===== src/rtl/btac_defs.svh =====
`ifndef BTAC_DEFS_SVH
`define BTAC_DEFS_SVH

// Branch target buffer geometry. The index is taken from pc bits starting at bit 2.
`define BTAC_BTB_DEPTH 64
`define BTAC_BTB_INDEX 6

// Prediction queue geometry.
`define BTAC_QUEUE_DEPTH 8
`define BTAC_QUEUE_PTR 3

`endif


===== src/rtl/btac_pkg.sv =====
package btac_pkg;

  // ************************************************************
  // One buffer entry. An all-zero entry means the slot is empty.
  // ************************************************************

  typedef struct packed {
    logic [31:0] target;
    logic [31:0] pc;
    logic [31:0] npc;
  } target_entry_t;

  // ************************************************************
  // Prediction recorded for each fetched control-flow instruction.
  // ************************************************************

  // The taken bit is the pred_branch value seen when the record was pushed.
  typedef struct packed {
    logic          taken;
    target_entry_t entry;
  } pred_record_t;

endpackage


===== src/rtl/pred_queue.sv =====
`timescale 1ns/1ps
`include "btac_defs.svh"

module pred_queue (
  input  logic                   clock,
  input  logic                   reset,
  input  logic                   push,
  input  btac_pkg::pred_record_t push_data,
  input  logic                   pop,
  input  logic                   flush,
  output logic                   pop_valid,
  output btac_pkg::pred_record_t pop_data
);

  localparam logic [`BTAC_QUEUE_PTR-1:0] last_slot = `BTAC_QUEUE_PTR'(`BTAC_QUEUE_DEPTH - 1);

  btac_pkg::pred_record_t records [0:`BTAC_QUEUE_DEPTH-1];

  logic [`BTAC_QUEUE_PTR-1:0] wptr;
  logic [`BTAC_QUEUE_PTR-1:0] rptr;
  logic                       wrap;

  logic full;
  logic empty;
  logic push_ok;
  logic pop_ok;
  logic wptr_wraps;
  logic rptr_wraps;

  // With equal pointers the wrap flag tells a full queue from an empty one.
  assign full  = (wptr == rptr) && wrap;
  assign empty = (wptr == rptr) && !wrap;

  assign push_ok = push && !full && !flush;
  assign pop_ok  = pop && !empty && !flush;

  assign wptr_wraps = push_ok && (wptr == last_slot);
  assign rptr_wraps = pop_ok && (rptr == last_slot);

  assign pop_valid = pop_ok;
  assign pop_data  = records[rptr];

  always_ff @(posedge clock) begin
    if (!reset) begin
      wptr <= '0;
      rptr <= '0;
      wrap <= 1'b0;
    end else if (flush) begin
      wptr <= '0;
      rptr <= '0;
      wrap <= 1'b0;
    end else begin
      if (push_ok) begin
        wptr <= wptr_wraps ? '0 : wptr + 1'b1;
      end
      if (pop_ok) begin
        rptr <= rptr_wraps ? '0 : rptr + 1'b1;
      end
      // The writer wrapping sets the flag, the reader wrapping clears it.
      wrap <= wrap ^ wptr_wraps ^ rptr_wraps;
    end
  end

  always_ff @(posedge clock) begin
    if (push_ok) begin
      records[wptr] <= push_data;
    end
  end

endmodule


===== config.mk =====
export PLATFORM = sky130hd
export DESIGN_NAME = pred_queue
export DESIGN_NICKNAME = d
export VERILOG_FILES = /design/src/rtl/btac_pkg.sv /design/src/rtl/pred_queue.sv
export VERILOG_INCLUDE_DIRS = /design/src /design/src/rtl
export SDC_FILE = /design/constraint.sdc
export NUM_CORES = 1
export LEC_CHECK = 0
export BUFFER_PORTS_ARGS = -buffer_cell sky130_fd_sc_hd__buf_2
export CAP_MARGIN = 20
export CELL_PAD_IN_SITES_DETAIL_PLACEMENT = 1
export CELL_PAD_IN_SITES_GLOBAL_PLACEMENT = 1
export CORE_MARGIN = 2
export CORE_UTILIZATION = 39
export CTS_CLUSTER_SIZE = 24
export DETAILED_ROUTE_END_ITERATION = 10
export PLACE_DENSITY = 0.72
export SETUP_SLACK_MARGIN = 0.15
export SLEW_MARGIN = 20
export SYNTH_ARGS = -nofsm -noshare
export SYNTH_HDL_FRONTEND = slang
export SYNTH_SLANG_ARGS = --single-unit

===== constraint.sdc =====
create_clock -name clock -period 11.9 [get_ports clock]
set_clock_uncertainty 0.2 [all_clocks]
set_input_delay 0.595 -clock clock [delete_from_list [all_inputs] [get_ports clock]]
set_output_delay 0.595 -clock clock [all_outputs]
set_load 0.005 [all_outputs]

==> results_dict.tcl <==
set metrics [dict create \
    hold_depth 1 \
    p_int_mw 4.64 \
    wl_per_cell_um 24.8 \
    hold_path.startpoint "push_data[38]" \
    synth.top_cells.by_area "edfxtp_1 (79%), mux4_2 (15%), mux2_2 (3.7%)" \
    die_w_um 280 \
    postSynthCellCount 1185 \
    leakagePower_nw 10.8 \
    drive_gt1_frac 0.424 \
    groute.usage.overall 0.158 \
    cts.sinks 786 \
    ctsRootBufferMaster "clkbuf_16" \
    finalSetupViolCount 0 \
    placed_cells 2323 \
    wl_met3_um 3550 \
    insertion_delay_ns 0.60 \
    grt_pass1_wl_um 92300 \
    hold_violations 0 \
    route.top_layer_used "met5" \
    grt_pass1_vias 14603 \
    drv_cap 0 \
    die-area_mm2 0.0783 \
    rr_worst_depth 5 \
    synth_nets 1291 \
    finalNonFillerCells 2476 \
    peakVddDrop_v 0.000123 \
    initialDrtViolationCount 783 \
    core_mm2 0.0756 \
    routabilityCongestion 0.693 \
    crit_path_frequent_cell "buf_4" \
    n_fill_cell 6824 \
    synth_edf_count 776 \
    fin_tns_setup_ns 0 \
    reg2reg_from "wptr[1]$_SDFFE_PP0P_" \
    place_ws_ns 7.55 \
    synthFlopType "edfxtp_1" \
    crit_chain "buf_4, buf_4, mux4_2, mux2_2, buf_2" \
    max_slew_margin 0.356 \
    yosysTopAreaCell "edfxtp_1" \
    maxSlewViolCount 0 \
    crit_type "reg -> out" \
    combPwrFrac 0.023 \
    min_period_ns 4.75 \
    rsz0062_at_grt "false" \
    rr_endpoint "records[3][67]$_DFFE_PP_" \
    numCtsBuffers 84 \
    cp-end-kind "output pin" \
    firstDrtPassIters 5 \
    syn_avg_cell_area_um2 25.0 \
    synth_most_common_cell "edfxtp_1" \
    syn_area_mm2 0.0297 \
    tightest_slew_ns 0.965 \
    routed_wl_um 61400 \
    crit_required_ns 11.11 \
    fin_ws_ns 7.15 \
    grt_max_degree 136 \
    wl_met2_um 30300 \
    ctsHoldBuffers 1 \
    regToRegSetupSlack_ns 8.47 \
    swShare 0.193 \
    async_reset_ff_frac 0 \
    slowest_stage "buf_4" \
    antenna_found_initial 11 \
    num_rows 101 \
    met1_length_um 26400 \
    power_density_mw_per_mm2 166 \
    cts_resized 0 \
    area_growth_pct 16.4 \
    synth_cell_types 28 \
    die_height_um 280 \
    cts_tree "yes" \
    cp.arrival_ns 3.95 \
    period_share 0.399 \
    via_count 13137 \
    clk_pin_slew_ns 0.06 \
    ys_seq_elements 786 \
    io_buffers 199 \
    sequentialPowerShare 0.533 \
    dp_hpwl_um 30000 \
    start_util 0.393 \
    h-tree-depth 3 \
    clk_path_buf_depth 3 \
    ant_nets 0 \
    cp_max_fo 45 \
    yosys.area.top_type_share 0.785 \
    fmax_ghz 0.211 \
    whs_endpoint "records[7][38]$_DFFE_PP_" \
    drc 0 \
    synth_common_cells "edfxtp_1 (776), mux4_2 (194), mux2_2 (97)" \
    ys_seq_area_frac 0.792 \
    switching_power_mw 1.11 \
    yosysWarnings 0 \
    num_io_pins 200 \
    critPathLaunchType "flip-flop" \
    status "finished clean" \
    final_nets 1538 \
    cts_setup_buffers 0 \
    via_per_inst 5.31 \
    hold_class "in -> reg" \
    grt_overflow_total 0 \
    critPathMaxStageDelay_ns 0.84 \
    clkPwrFrac 0.443 \
]
==> critical path, delay by kind of cell (launching register included) <==
kind	cells	cell delay [ns]
buf+inv	3	1.79
mux	2	0.90
flops	1	0.61
==> logic make-up after synthesis <==
logic type / synth area share
xor+xnor: 0.000886
mux: 0.185
flops: 0.792
compound gates: 0.00253
fa+ha+maj: 0.00169
buf+inv: 0.0122
simple gates: 0.00531
==> cell usage in the layout (no fill, tap or decap), types with 3 or more instances in the layout <==
cell type	Yosys	layout
edfxtp_1	776	776
buf_2	14	199
mux4_2	194	194
mux2_2	97	97
clkbuf_16	0	86
clkinv_1	0	19
clkbuf_1	17	16
clkinv_2	0	10
bufinv_16	0	9
buf_4	0	8
buf_12	0	7
dfxtp_1	10	7
nand2b_1	6	6
nand2_1	6	6
nor2_4	0	6
nor2_1	11	5
a21oi_1	4	4
ha_1	4	4
xor2_1	3	3
mux2i_1	3	3
dfxtp_4	0	3
clkinv_8	0	3
clkinvlp_4	0	3
clkinv_4	0	3
==> registers in the layout (all words and copies together), names as in the netlist, named ones only <==
name	flops
wptr	3
rptr	3
records	776
wrap	1
==> metrics by stage <==
stage               cell area, µm²  utilization  hold WS (ns)  total power [mW]
finish                       34500        0.457        0.0569              5.75
global placement             31800        0.421         0.283              3.25
floorplan                    29700            -         0.275              3.18
CTS                          34500        0.457       0.00310              5.83
global route                 34500        0.457        0.0229              5.94
detailed placement           31800        0.421         0.298              3.26
==> layer usage <==
layer	track usage	vias to the layer above
li1	-	5594
met1	0.214	7124
met2	0.257	313
met3	0.0417	88
met4	0.0389	18
met5	0	-
==> final cells by class <==
type                    count  area (µm²)  area share
flip-flops and latches    786       23500       0.681
multi-input cells         343        5860       0.170
clock buffers             102        2210      0.0641
well taps                 978        1220      0.0354
repair buffers            216        1220      0.0353
clock inverters            49         507      0.0147
inverters                   1        3.75    0.000109
diodes                      1        2.50   0.0000725
==> power groups by stage <==
stage | Combinational, mW | Clock [mW] | Sequential (mW)
5_1_grt | 0.147 | 2.72 | 3.07
3_3_place_gp | 0.129 | 0 | 3.12
4_1_cts | 0.137 | 2.63 | 3.07
3_5_place_dp | 0.136 | 0 | 3.12
2_1_floorplan | 0.0566 | 0 | 3.13
6_report | 0.133 | 2.55 | 3.07
==> how the worst max path moves through the flow <==
stage	end	depth (start not counted)
2_1_floorplan	records[0][0]$_DFFE_PP_	4
3_3_place_gp	pop_data[61]	5
6_report	pop_data[49]	5
3_5_place_dp	pop_data[49]	5
5_1_grt	pop_data[49]	5
4_1_cts	pop_data[49]	5
No activity file was read; power rests on OpenSTA's default activity.
