$ cat src/rtl/btac_defs.svh
`ifndef BTAC_DEFS_SVH
`define BTAC_DEFS_SVH

// Branch target buffer geometry. The index is taken from pc bits starting at bit 2.
`define BTAC_BTB_DEPTH 64
`define BTAC_BTB_INDEX 6

// Prediction queue geometry.
`define BTAC_QUEUE_DEPTH 8
`define BTAC_QUEUE_PTR 3

`endif

$ cat src/rtl/btac_pkg.sv
package btac_pkg;

  // ************************************************************
  // One buffer entry. An all-zero entry means the slot is empty.
  // ************************************************************

  typedef struct packed {
    logic [31:0] target;
    logic [31:0] pc;
    logic [31:0] npc;
  } target_entry_t;

  // ************************************************************
  // Prediction recorded for each fetched control-flow instruction.
  // ************************************************************

  // The taken bit is the pred_branch value seen when the record was pushed.
  typedef struct packed {
    logic          taken;
    target_entry_t entry;
  } pred_record_t;

endpackage

$ cat src/rtl/btac_ctrl.sv
`timescale 1ns/1ps
`include "btac_defs.svh"

module btac_ctrl (
  input  logic                          clock,
  input  logic                          reset,
  // Fetch side.
  input  logic [31:0]                   get_pc0,
  input  logic [31:0]                   get_pc1,
  input  logic                          get_jal0,
  input  logic                          get_branch0,
  input  logic                          get_jal1,
  input  logic                          get_branch1,
  // Resolution side.
  input  logic [31:0]                   upd_pc0,
  input  logic [31:0]                   upd_npc0,
  input  logic [31:0]                   upd_addr0,
  input  logic                          upd_jal0,
  input  logic                          upd_branch0,
  input  logic                          upd_jump0,
  input  logic [31:0]                   upd_pc1,
  input  logic [31:0]                   upd_npc1,
  input  logic [31:0]                   upd_addr1,
  input  logic                          upd_jal1,
  input  logic                          upd_branch1,
  input  logic                          upd_jump1,
  input  logic                          stall,
  input  logic                          clear,
  output logic                          pred_branch,
  output logic [31:0]                   pred_baddr,
  output logic [31:0]                   pred_pc,
  output logic [31:0]                   pred_npc,
  output logic                          pred_miss,
  output logic [31:0]                   pred_maddr,
  output logic                          pred_hazard,
  // Branch target buffer.
  output logic                          wen,
  output logic [`BTAC_BTB_INDEX-1:0]    waddr,
  output btac_pkg::target_entry_t       wdata,
  output logic [`BTAC_BTB_INDEX-1:0]    raddr0,
  output logic [`BTAC_BTB_INDEX-1:0]    raddr1,
  input  btac_pkg::target_entry_t       rdata0,
  input  btac_pkg::target_entry_t       rdata1,
  // Prediction queue.
  output logic                          push,
  output btac_pkg::pred_record_t        push_data,
  output logic                          pop,
  output logic                          flush,
  input  logic                          pop_valid,
  input  btac_pkg::pred_record_t        pop_data
);

  logic [31:0]                pc0_q;
  logic [31:0]                pc1_q;
  logic [`BTAC_BTB_INDEX-1:0] raddr0_q;
  logic [`BTAC_BTB_INDEX-1:0] raddr1_q;
  logic                       hit0;
  logic                       hit1;

  logic                       train0;
  logic                       train1;
  logic                       wen_q;
  logic [`BTAC_BTB_INDEX-1:0] waddr_q;
  btac_pkg::target_entry_t    wdata_q;

  logic                       rec_taken_q;
  logic                       rec_taken_d;
  btac_pkg::target_entry_t    rec_q;
  btac_pkg::target_entry_t    rec_d;
  logic                       miss0_q;
  logic                       miss1_q;
  logic                       miss0_d;
  logic                       miss1_d;
  logic [31:0]                maddr_q;
  logic [31:0]                maddr_d;

  // ************************************************************
  // Lookup
  // ************************************************************

  // A clear freezes the lookup so the buffer keeps reading the old lines.
  assign raddr0 = clear ? raddr0_q : get_pc0[`BTAC_BTB_INDEX+1:2];
  assign raddr1 = clear ? raddr1_q : get_pc1[`BTAC_BTB_INDEX+1:2];

  always_ff @(posedge clock) begin
    if (!reset) begin
      pc0_q    <= '0;
      pc1_q    <= '0;
      raddr0_q <= '0;
      raddr1_q <= '0;
    end else if (!clear) begin
      pc0_q    <= get_pc0;
      pc1_q    <= get_pc1;
      raddr0_q <= raddr0;
      raddr1_q <= raddr1;
    end
  end

  assign hit0 = (|rdata0) && (rdata0.pc == pc0_q);
  assign hit1 = (|rdata1) && (rdata1.pc == pc1_q);

  // Slot 0 wins when both slots hit.
  always_comb begin
    pred_branch = 1'b0;
    pred_baddr  = '0;
    pred_pc     = '0;
    pred_npc    = '0;
    if (!stall && !clear) begin
      pred_branch = hit0 | hit1;
      if (hit0) begin
        pred_baddr = rdata0.target;
        pred_pc    = rdata0.pc;
        pred_npc   = rdata0.npc;
      end else if (hit1) begin
        pred_baddr = rdata1.target;
        pred_pc    = rdata1.pc;
        pred_npc   = rdata1.npc;
      end
    end
  end

  assign push      = get_jal0 | get_branch0 | get_jal1 | get_branch1;
  assign push_data = '{taken: pred_branch,
                       entry: '{target: pred_baddr, pc: pred_pc, npc: pred_npc}};

  // ************************************************************
  // Resolution
  // ************************************************************

  assign pop = upd_jal0 | upd_branch0 | upd_jal1 | upd_branch1;

  always_comb begin
    rec_taken_d = rec_taken_q;
    rec_d       = rec_q;
    miss0_d     = 1'b0;
    miss1_d     = 1'b0;
    maddr_d     = '0;
    if (pop_valid) begin
      rec_taken_d = pop_data.taken;
      rec_d       = pop_data.entry;
    end
    if (!clear) begin
      if (rec_taken_d && (upd_pc0 == rec_d.pc)) begin
        if (upd_jump0) begin
          maddr_d     = upd_addr0;
          miss0_d     = (upd_addr0 != rec_d.target);
          rec_taken_d = 1'b0;
        end else if (upd_branch0) begin
          maddr_d     = rec_d.npc;
          miss0_d     = 1'b1;
          rec_taken_d = 1'b0;
        end
      end else if (rec_taken_d && (upd_pc1 == rec_d.pc)) begin
        if (upd_jump1) begin
          maddr_d     = upd_addr1;
          miss1_d     = (upd_addr1 != rec_d.target);
          rec_taken_d = 1'b0;
        end else if (upd_branch1) begin
          maddr_d     = rec_d.npc;
          miss1_d     = 1'b1;
          rec_taken_d = 1'b0;
        end
      end else if (upd_jump0) begin
        // Nothing was predicted for this jump, so fetch went the wrong way.
        maddr_d = upd_addr0;
        miss0_d = 1'b1;
      end else if (upd_jump1) begin
        maddr_d = upd_addr1;
        miss1_d = 1'b1;
      end
    end
  end

  always_ff @(posedge clock) begin
    if (!reset) begin
      rec_taken_q <= 1'b0;
      miss0_q     <= 1'b0;
      miss1_q     <= 1'b0;
      maddr_q     <= '0;
    end else begin
      rec_taken_q <= rec_taken_d;
      miss0_q     <= miss0_d;
      miss1_q     <= miss1_d;
      maddr_q     <= maddr_d;
    end
  end

  always_ff @(posedge clock) begin
    rec_q <= rec_d;
  end

  assign pred_miss   = miss0_q | miss1_q;
  assign pred_maddr  = maddr_q;
  assign pred_hazard = miss0_d;
  assign flush       = miss0_q | miss1_q;

  // ************************************************************
  // Training
  // ************************************************************

  assign train0 = (upd_jal0 | upd_branch0) & upd_jump0;
  assign train1 = (upd_jal1 | upd_branch1) & upd_jump1;

  always_ff @(posedge clock) begin
    if (!reset) begin
      wen_q <= 1'b0;
    end else begin
      wen_q <= !clear && (train0 || train1);
    end
  end

  always_ff @(posedge clock) begin
    if (train0) begin
      waddr_q <= upd_pc0[`BTAC_BTB_INDEX+1:2];
      wdata_q <= '{target: upd_addr0, pc: upd_pc0, npc: upd_npc0};
    end else begin
      waddr_q <= upd_pc1[`BTAC_BTB_INDEX+1:2];
      wdata_q <= '{target: upd_addr1, pc: upd_pc1, npc: upd_npc1};
    end
  end

  assign wen   = wen_q;
  assign waddr = waddr_q;
  assign wdata = wdata_q;

endmodule

$ cat config.mk
export PLATFORM = sky130hd
export DESIGN_NAME = btac_ctrl
export DESIGN_NICKNAME = d
export VERILOG_FILES = /design/src/rtl/btac_pkg.sv /design/src/rtl/btac_ctrl.sv
export VERILOG_INCLUDE_DIRS = /design/src /design/src/rtl
export SDC_FILE = /design/constraint.sdc
export NUM_CORES = 1
export LEC_CHECK = 0
export BUFFER_PORTS_ARGS = -buffer_cell sky130_fd_sc_hd__buf_4
export CORE_AREA = 2 2 348 350
export DETAILED_ROUTE_END_ITERATION = 7
export DIE_AREA = 0 0 350 352
export GPL_TIMING_DRIVEN = 0
export PLACE_DENSITY = 0.43
export SLEW_MARGIN = 0
export SYNTH_ARGS = -nofsm -noshare
export SYNTH_HDL_FRONTEND = slang
export SYNTH_SLANG_ARGS = --single-unit
$ cat constraint.sdc
create_clock -name clock -period 4.2 [get_ports clock]
set_input_delay 0.84 -clock clock [delete_from_list [all_inputs] [get_ports clock]]
set_output_delay 0.84 -clock clock [all_outputs]
set_load 0.1 [all_outputs]
==> out/qor.txt <==
Worst EP required = 3.36 ns
FMAX = 0.210 GHz
final hold slack = 0.446 ns
most used cell, CP = buf_8
status = complete, but fails checks
Top FF cell, synth = dfxtp_1
endpoints failing hold = 0
Avg Cell Area, Syn = 9.04 um^2
die area = 0.123 mm^2
H-tree lvl count = 2
worst setup margin = -0.568 ns
Cell Chain, Critical Path = buf_8, nor4_4, nand4_1, or4_4, nor3_4, nor3_4, buf_8, buf_8, nand3b_1, a21oi_4, buf_12, buf_12
Initial Utilization = 14.0%
instance count of the mapped netlist = 1849
Initial DRC Count = 1042
largest net degree at the start of global routing = 14
relative slew slack = 14.1%
layout cell share with drive strength beyond 1 = 51.7%
failing checks = negative setup slack
cell row count = 127
Max VDD drop = 0.315 mV
kind of critical path = in -> out
Synth cell types = 46
syn nets = 2409
Buf/Inv on CP = 5
area share of the largest cell type after synthesis = 36.4%
PwrDens = 306 mW/mm^2
# port buffers = 901
gr ovfl total = 0
Worst-path clk slew = 0.06 ns
post-layout util = 27.6%
WHS Path Cells = 2
CTS tree = yes
Synth Register Bits = 304
post-synthesis sequential area ratio = 36.4%
Critical Path End Type = output port
Worst setup SP type = input pin
Max stage delay on crit path = 0.60 ns
vias in the first global route = 18500
fin area = 0.0329 mm^2
Routed Antenna Nets = 0
# nets final = 3420
Sink Count = 304
skew final = 0.0473 ns
Slew @ Worst Pin = 1.29 ns
CP max FO = 6
# hold bufs at CTS = 0
GRT Resource Usage Total = 19.1%
via count = 18100
Synth Cell Area = 0.0167 mm^2
unrepaired setup endpoints after global routing = true
Layout Area Growth over Synthesis = 96.8%
CP arrival = 3.93 ns
Core Region = 0.119 mm^2
first-pass GRT wire length = 162000 um
synth top area cells = dfxtp_1, mux2i_1, xnor2_1, nor4_1, buf_4
Routed WL per cell = 27.0 um
# Max-Cap Violations = 0
worst min-delay path class = in -> reg
Largest delay share family, worst path = simple AND/OR/NAND/NOR gates
Placed Area = 0.0271 mm^2
Leakage = 13.4 nW
Synthesis Warnings = 0
Final setup violation count = 194
asr flop ratio synth = 0%
initial antenna violation count = 34
I/O pin count = 906
Worst-Skew Late Latency = 0.62 ns
Slew Limit Fails = 0
Routed Wire Length = 122000 um
Post-synth EDFFs = 0
Avg Vias per Cell = 4.01
die height = 352 um
root buf cell = clkbuf_16
Chip Width = 350 um
Yosys top cell by area = dfxtp_1
DRC = 0
CTS Buffer Depth = 3
dpl hpwl = 104000 um
DR pass1 iterations = 5
final worst path period share = 114%
RD Place Congestion = 0.887
instance count on the critical path = 12
slowest CP cell = or4_4
fin crit period = 4.77 ns
CTS buffer count = 43
worst reg2reg path depth = 10
==> through the flow <==
stage / setup TNS [ns] / instances / setup slack [ns] / power, mW
floorplan: -3.04 / 1849 / -0.101 / 4.80
global placement: -255.07 / 4362 / -1.42 / 5.96
detailed placement: -264.15 / 4362 / -1.49 / 5.97
CTS: -81.00 / 4480 / -0.663 / 10.2
global route: -66.37 / 4509 / -0.539 / 10.5
finish: -60.65 / 4513 / -0.568 / 10.1
==> synth_stat cells, types with 12 or more instances <==
master    number
a21boi_0      12
a21oi_1      100
and2_1        44
buf_4        106
clkbuf_1      86
dfxtp_1      304
inv_1        127
mux2_2        66
mux2i_1      131
nand2_1      182
nand3b_1      96
nand4_1       33
nor2b_1       54
nor4_1       134
o211ai_1      32
o21ai_0       35
o221ai_2      30
xnor2_1      110
xor2_1        84
==> power by group <==
part / leakage (nW) / internal (mW) / total [mW] / switching [mW]
registers: 2.54 / 3.12 / 3.24 / 0.120
clock network: 0.758 / 2.45 / 4.05 / 1.60
logic: 10.1 / 0.936 / 2.77 / 1.84
total: 13.4 / 6.50 / 10.1 / 3.56
==> sequential cells by signal, indices dropped and copies added, names as in the netlist <==
| register | cells |
|---|---|
| wdata | 96 |
| pc1_q | 32 |
| pc0_q | 32 |
| miss0_q | 1 |
| wen | 1 |
| raddr0_q | 6 |
| raddr1_q | 6 |
| rec_taken_q | 1 |
| rec_q | 96 |
| miss1_q | 1 |
| pred_maddr | 32 |
==> cells by family after synthesis <==
kind of cell / after synthesis / synth area share [%]
simple gates: 574 / 19.5
buf+inv: 343 / 10.4
flops: 304 / 36.4
compound gates: 221 / 9.41
mux: 213 / 14.1
xor+xnor: 194 / 10.2
==> final cells by class <==
class / count / area [um^2]
buffer: 216 / 2110
clock inverter: 21 / 325
timing repair buffer: 966 / 9980
sequential: 304 / 6090
fill: 12800 / 86400
tap: 1612 / 2020
multi-input combinational: 1202 / 10600
antenna: 9 / 22.5
inverter: 127 / 477
clock buffer: 56 / 1220
==> placed cells by master (no fill, tap or decap), types with 10 or more instances in the layout <==
cell / instances
dfxtp_1: 303
o21ai_0: 35
clkbuf_8: 18
clkbuf_1: 56
clkbuf_2: 15
mux2_2: 66
o221ai_2: 31
xor2_1: 84
buf_12: 208
nand2_1: 159
buf_6: 72
buf_8: 54
nor4_1: 113
xnor2_1: 106
inv_1: 127
mux2i_4: 20
clkbuf_16: 50
buf_2: 10
nor2b_1: 53
and2_1: 44
mux2i_2: 16
a21boi_0: 12
nand4_1: 33
nor4_4: 13
nand2_4: 15
nand3b_1: 96
o211ai_1: 32
mux2i_1: 111
buf_4: 744
a21oi_4: 97
==> final timing paths <==
check                                      end    startpoint  slack, ns
worst max-delay path                pred_pc[6]    rdata0[27]      -0.57
worst min-delay path                 wdata[10]  upd_npc0[10]       0.45
worst max register to register  pred_maddr[13]     rec_q[36]       0.95
worst min register to register        pc0_q[6]      pc0_q[6]       0.49
==> timing repair <==
item,in CTS,in global routing
setup buffers,30,26
pin swaps,78,67
gates cloned,12,1
resized for setup,774,87
endpoints found under the hold margin,0,0
endpoints found under the setup margin,234,195
==> routing by layer <==
metal  global-route usage, %  part of all wire [%]  wire length (um)
met1                    21.3                    38             46600
met2                    35.2                    52             63400
met3                    4.85                   6.9              8440
met4                    5.50                   2.8              3440
met5                       0                 0.054                66
No activity file was read; power rests on OpenSTA's default activity.
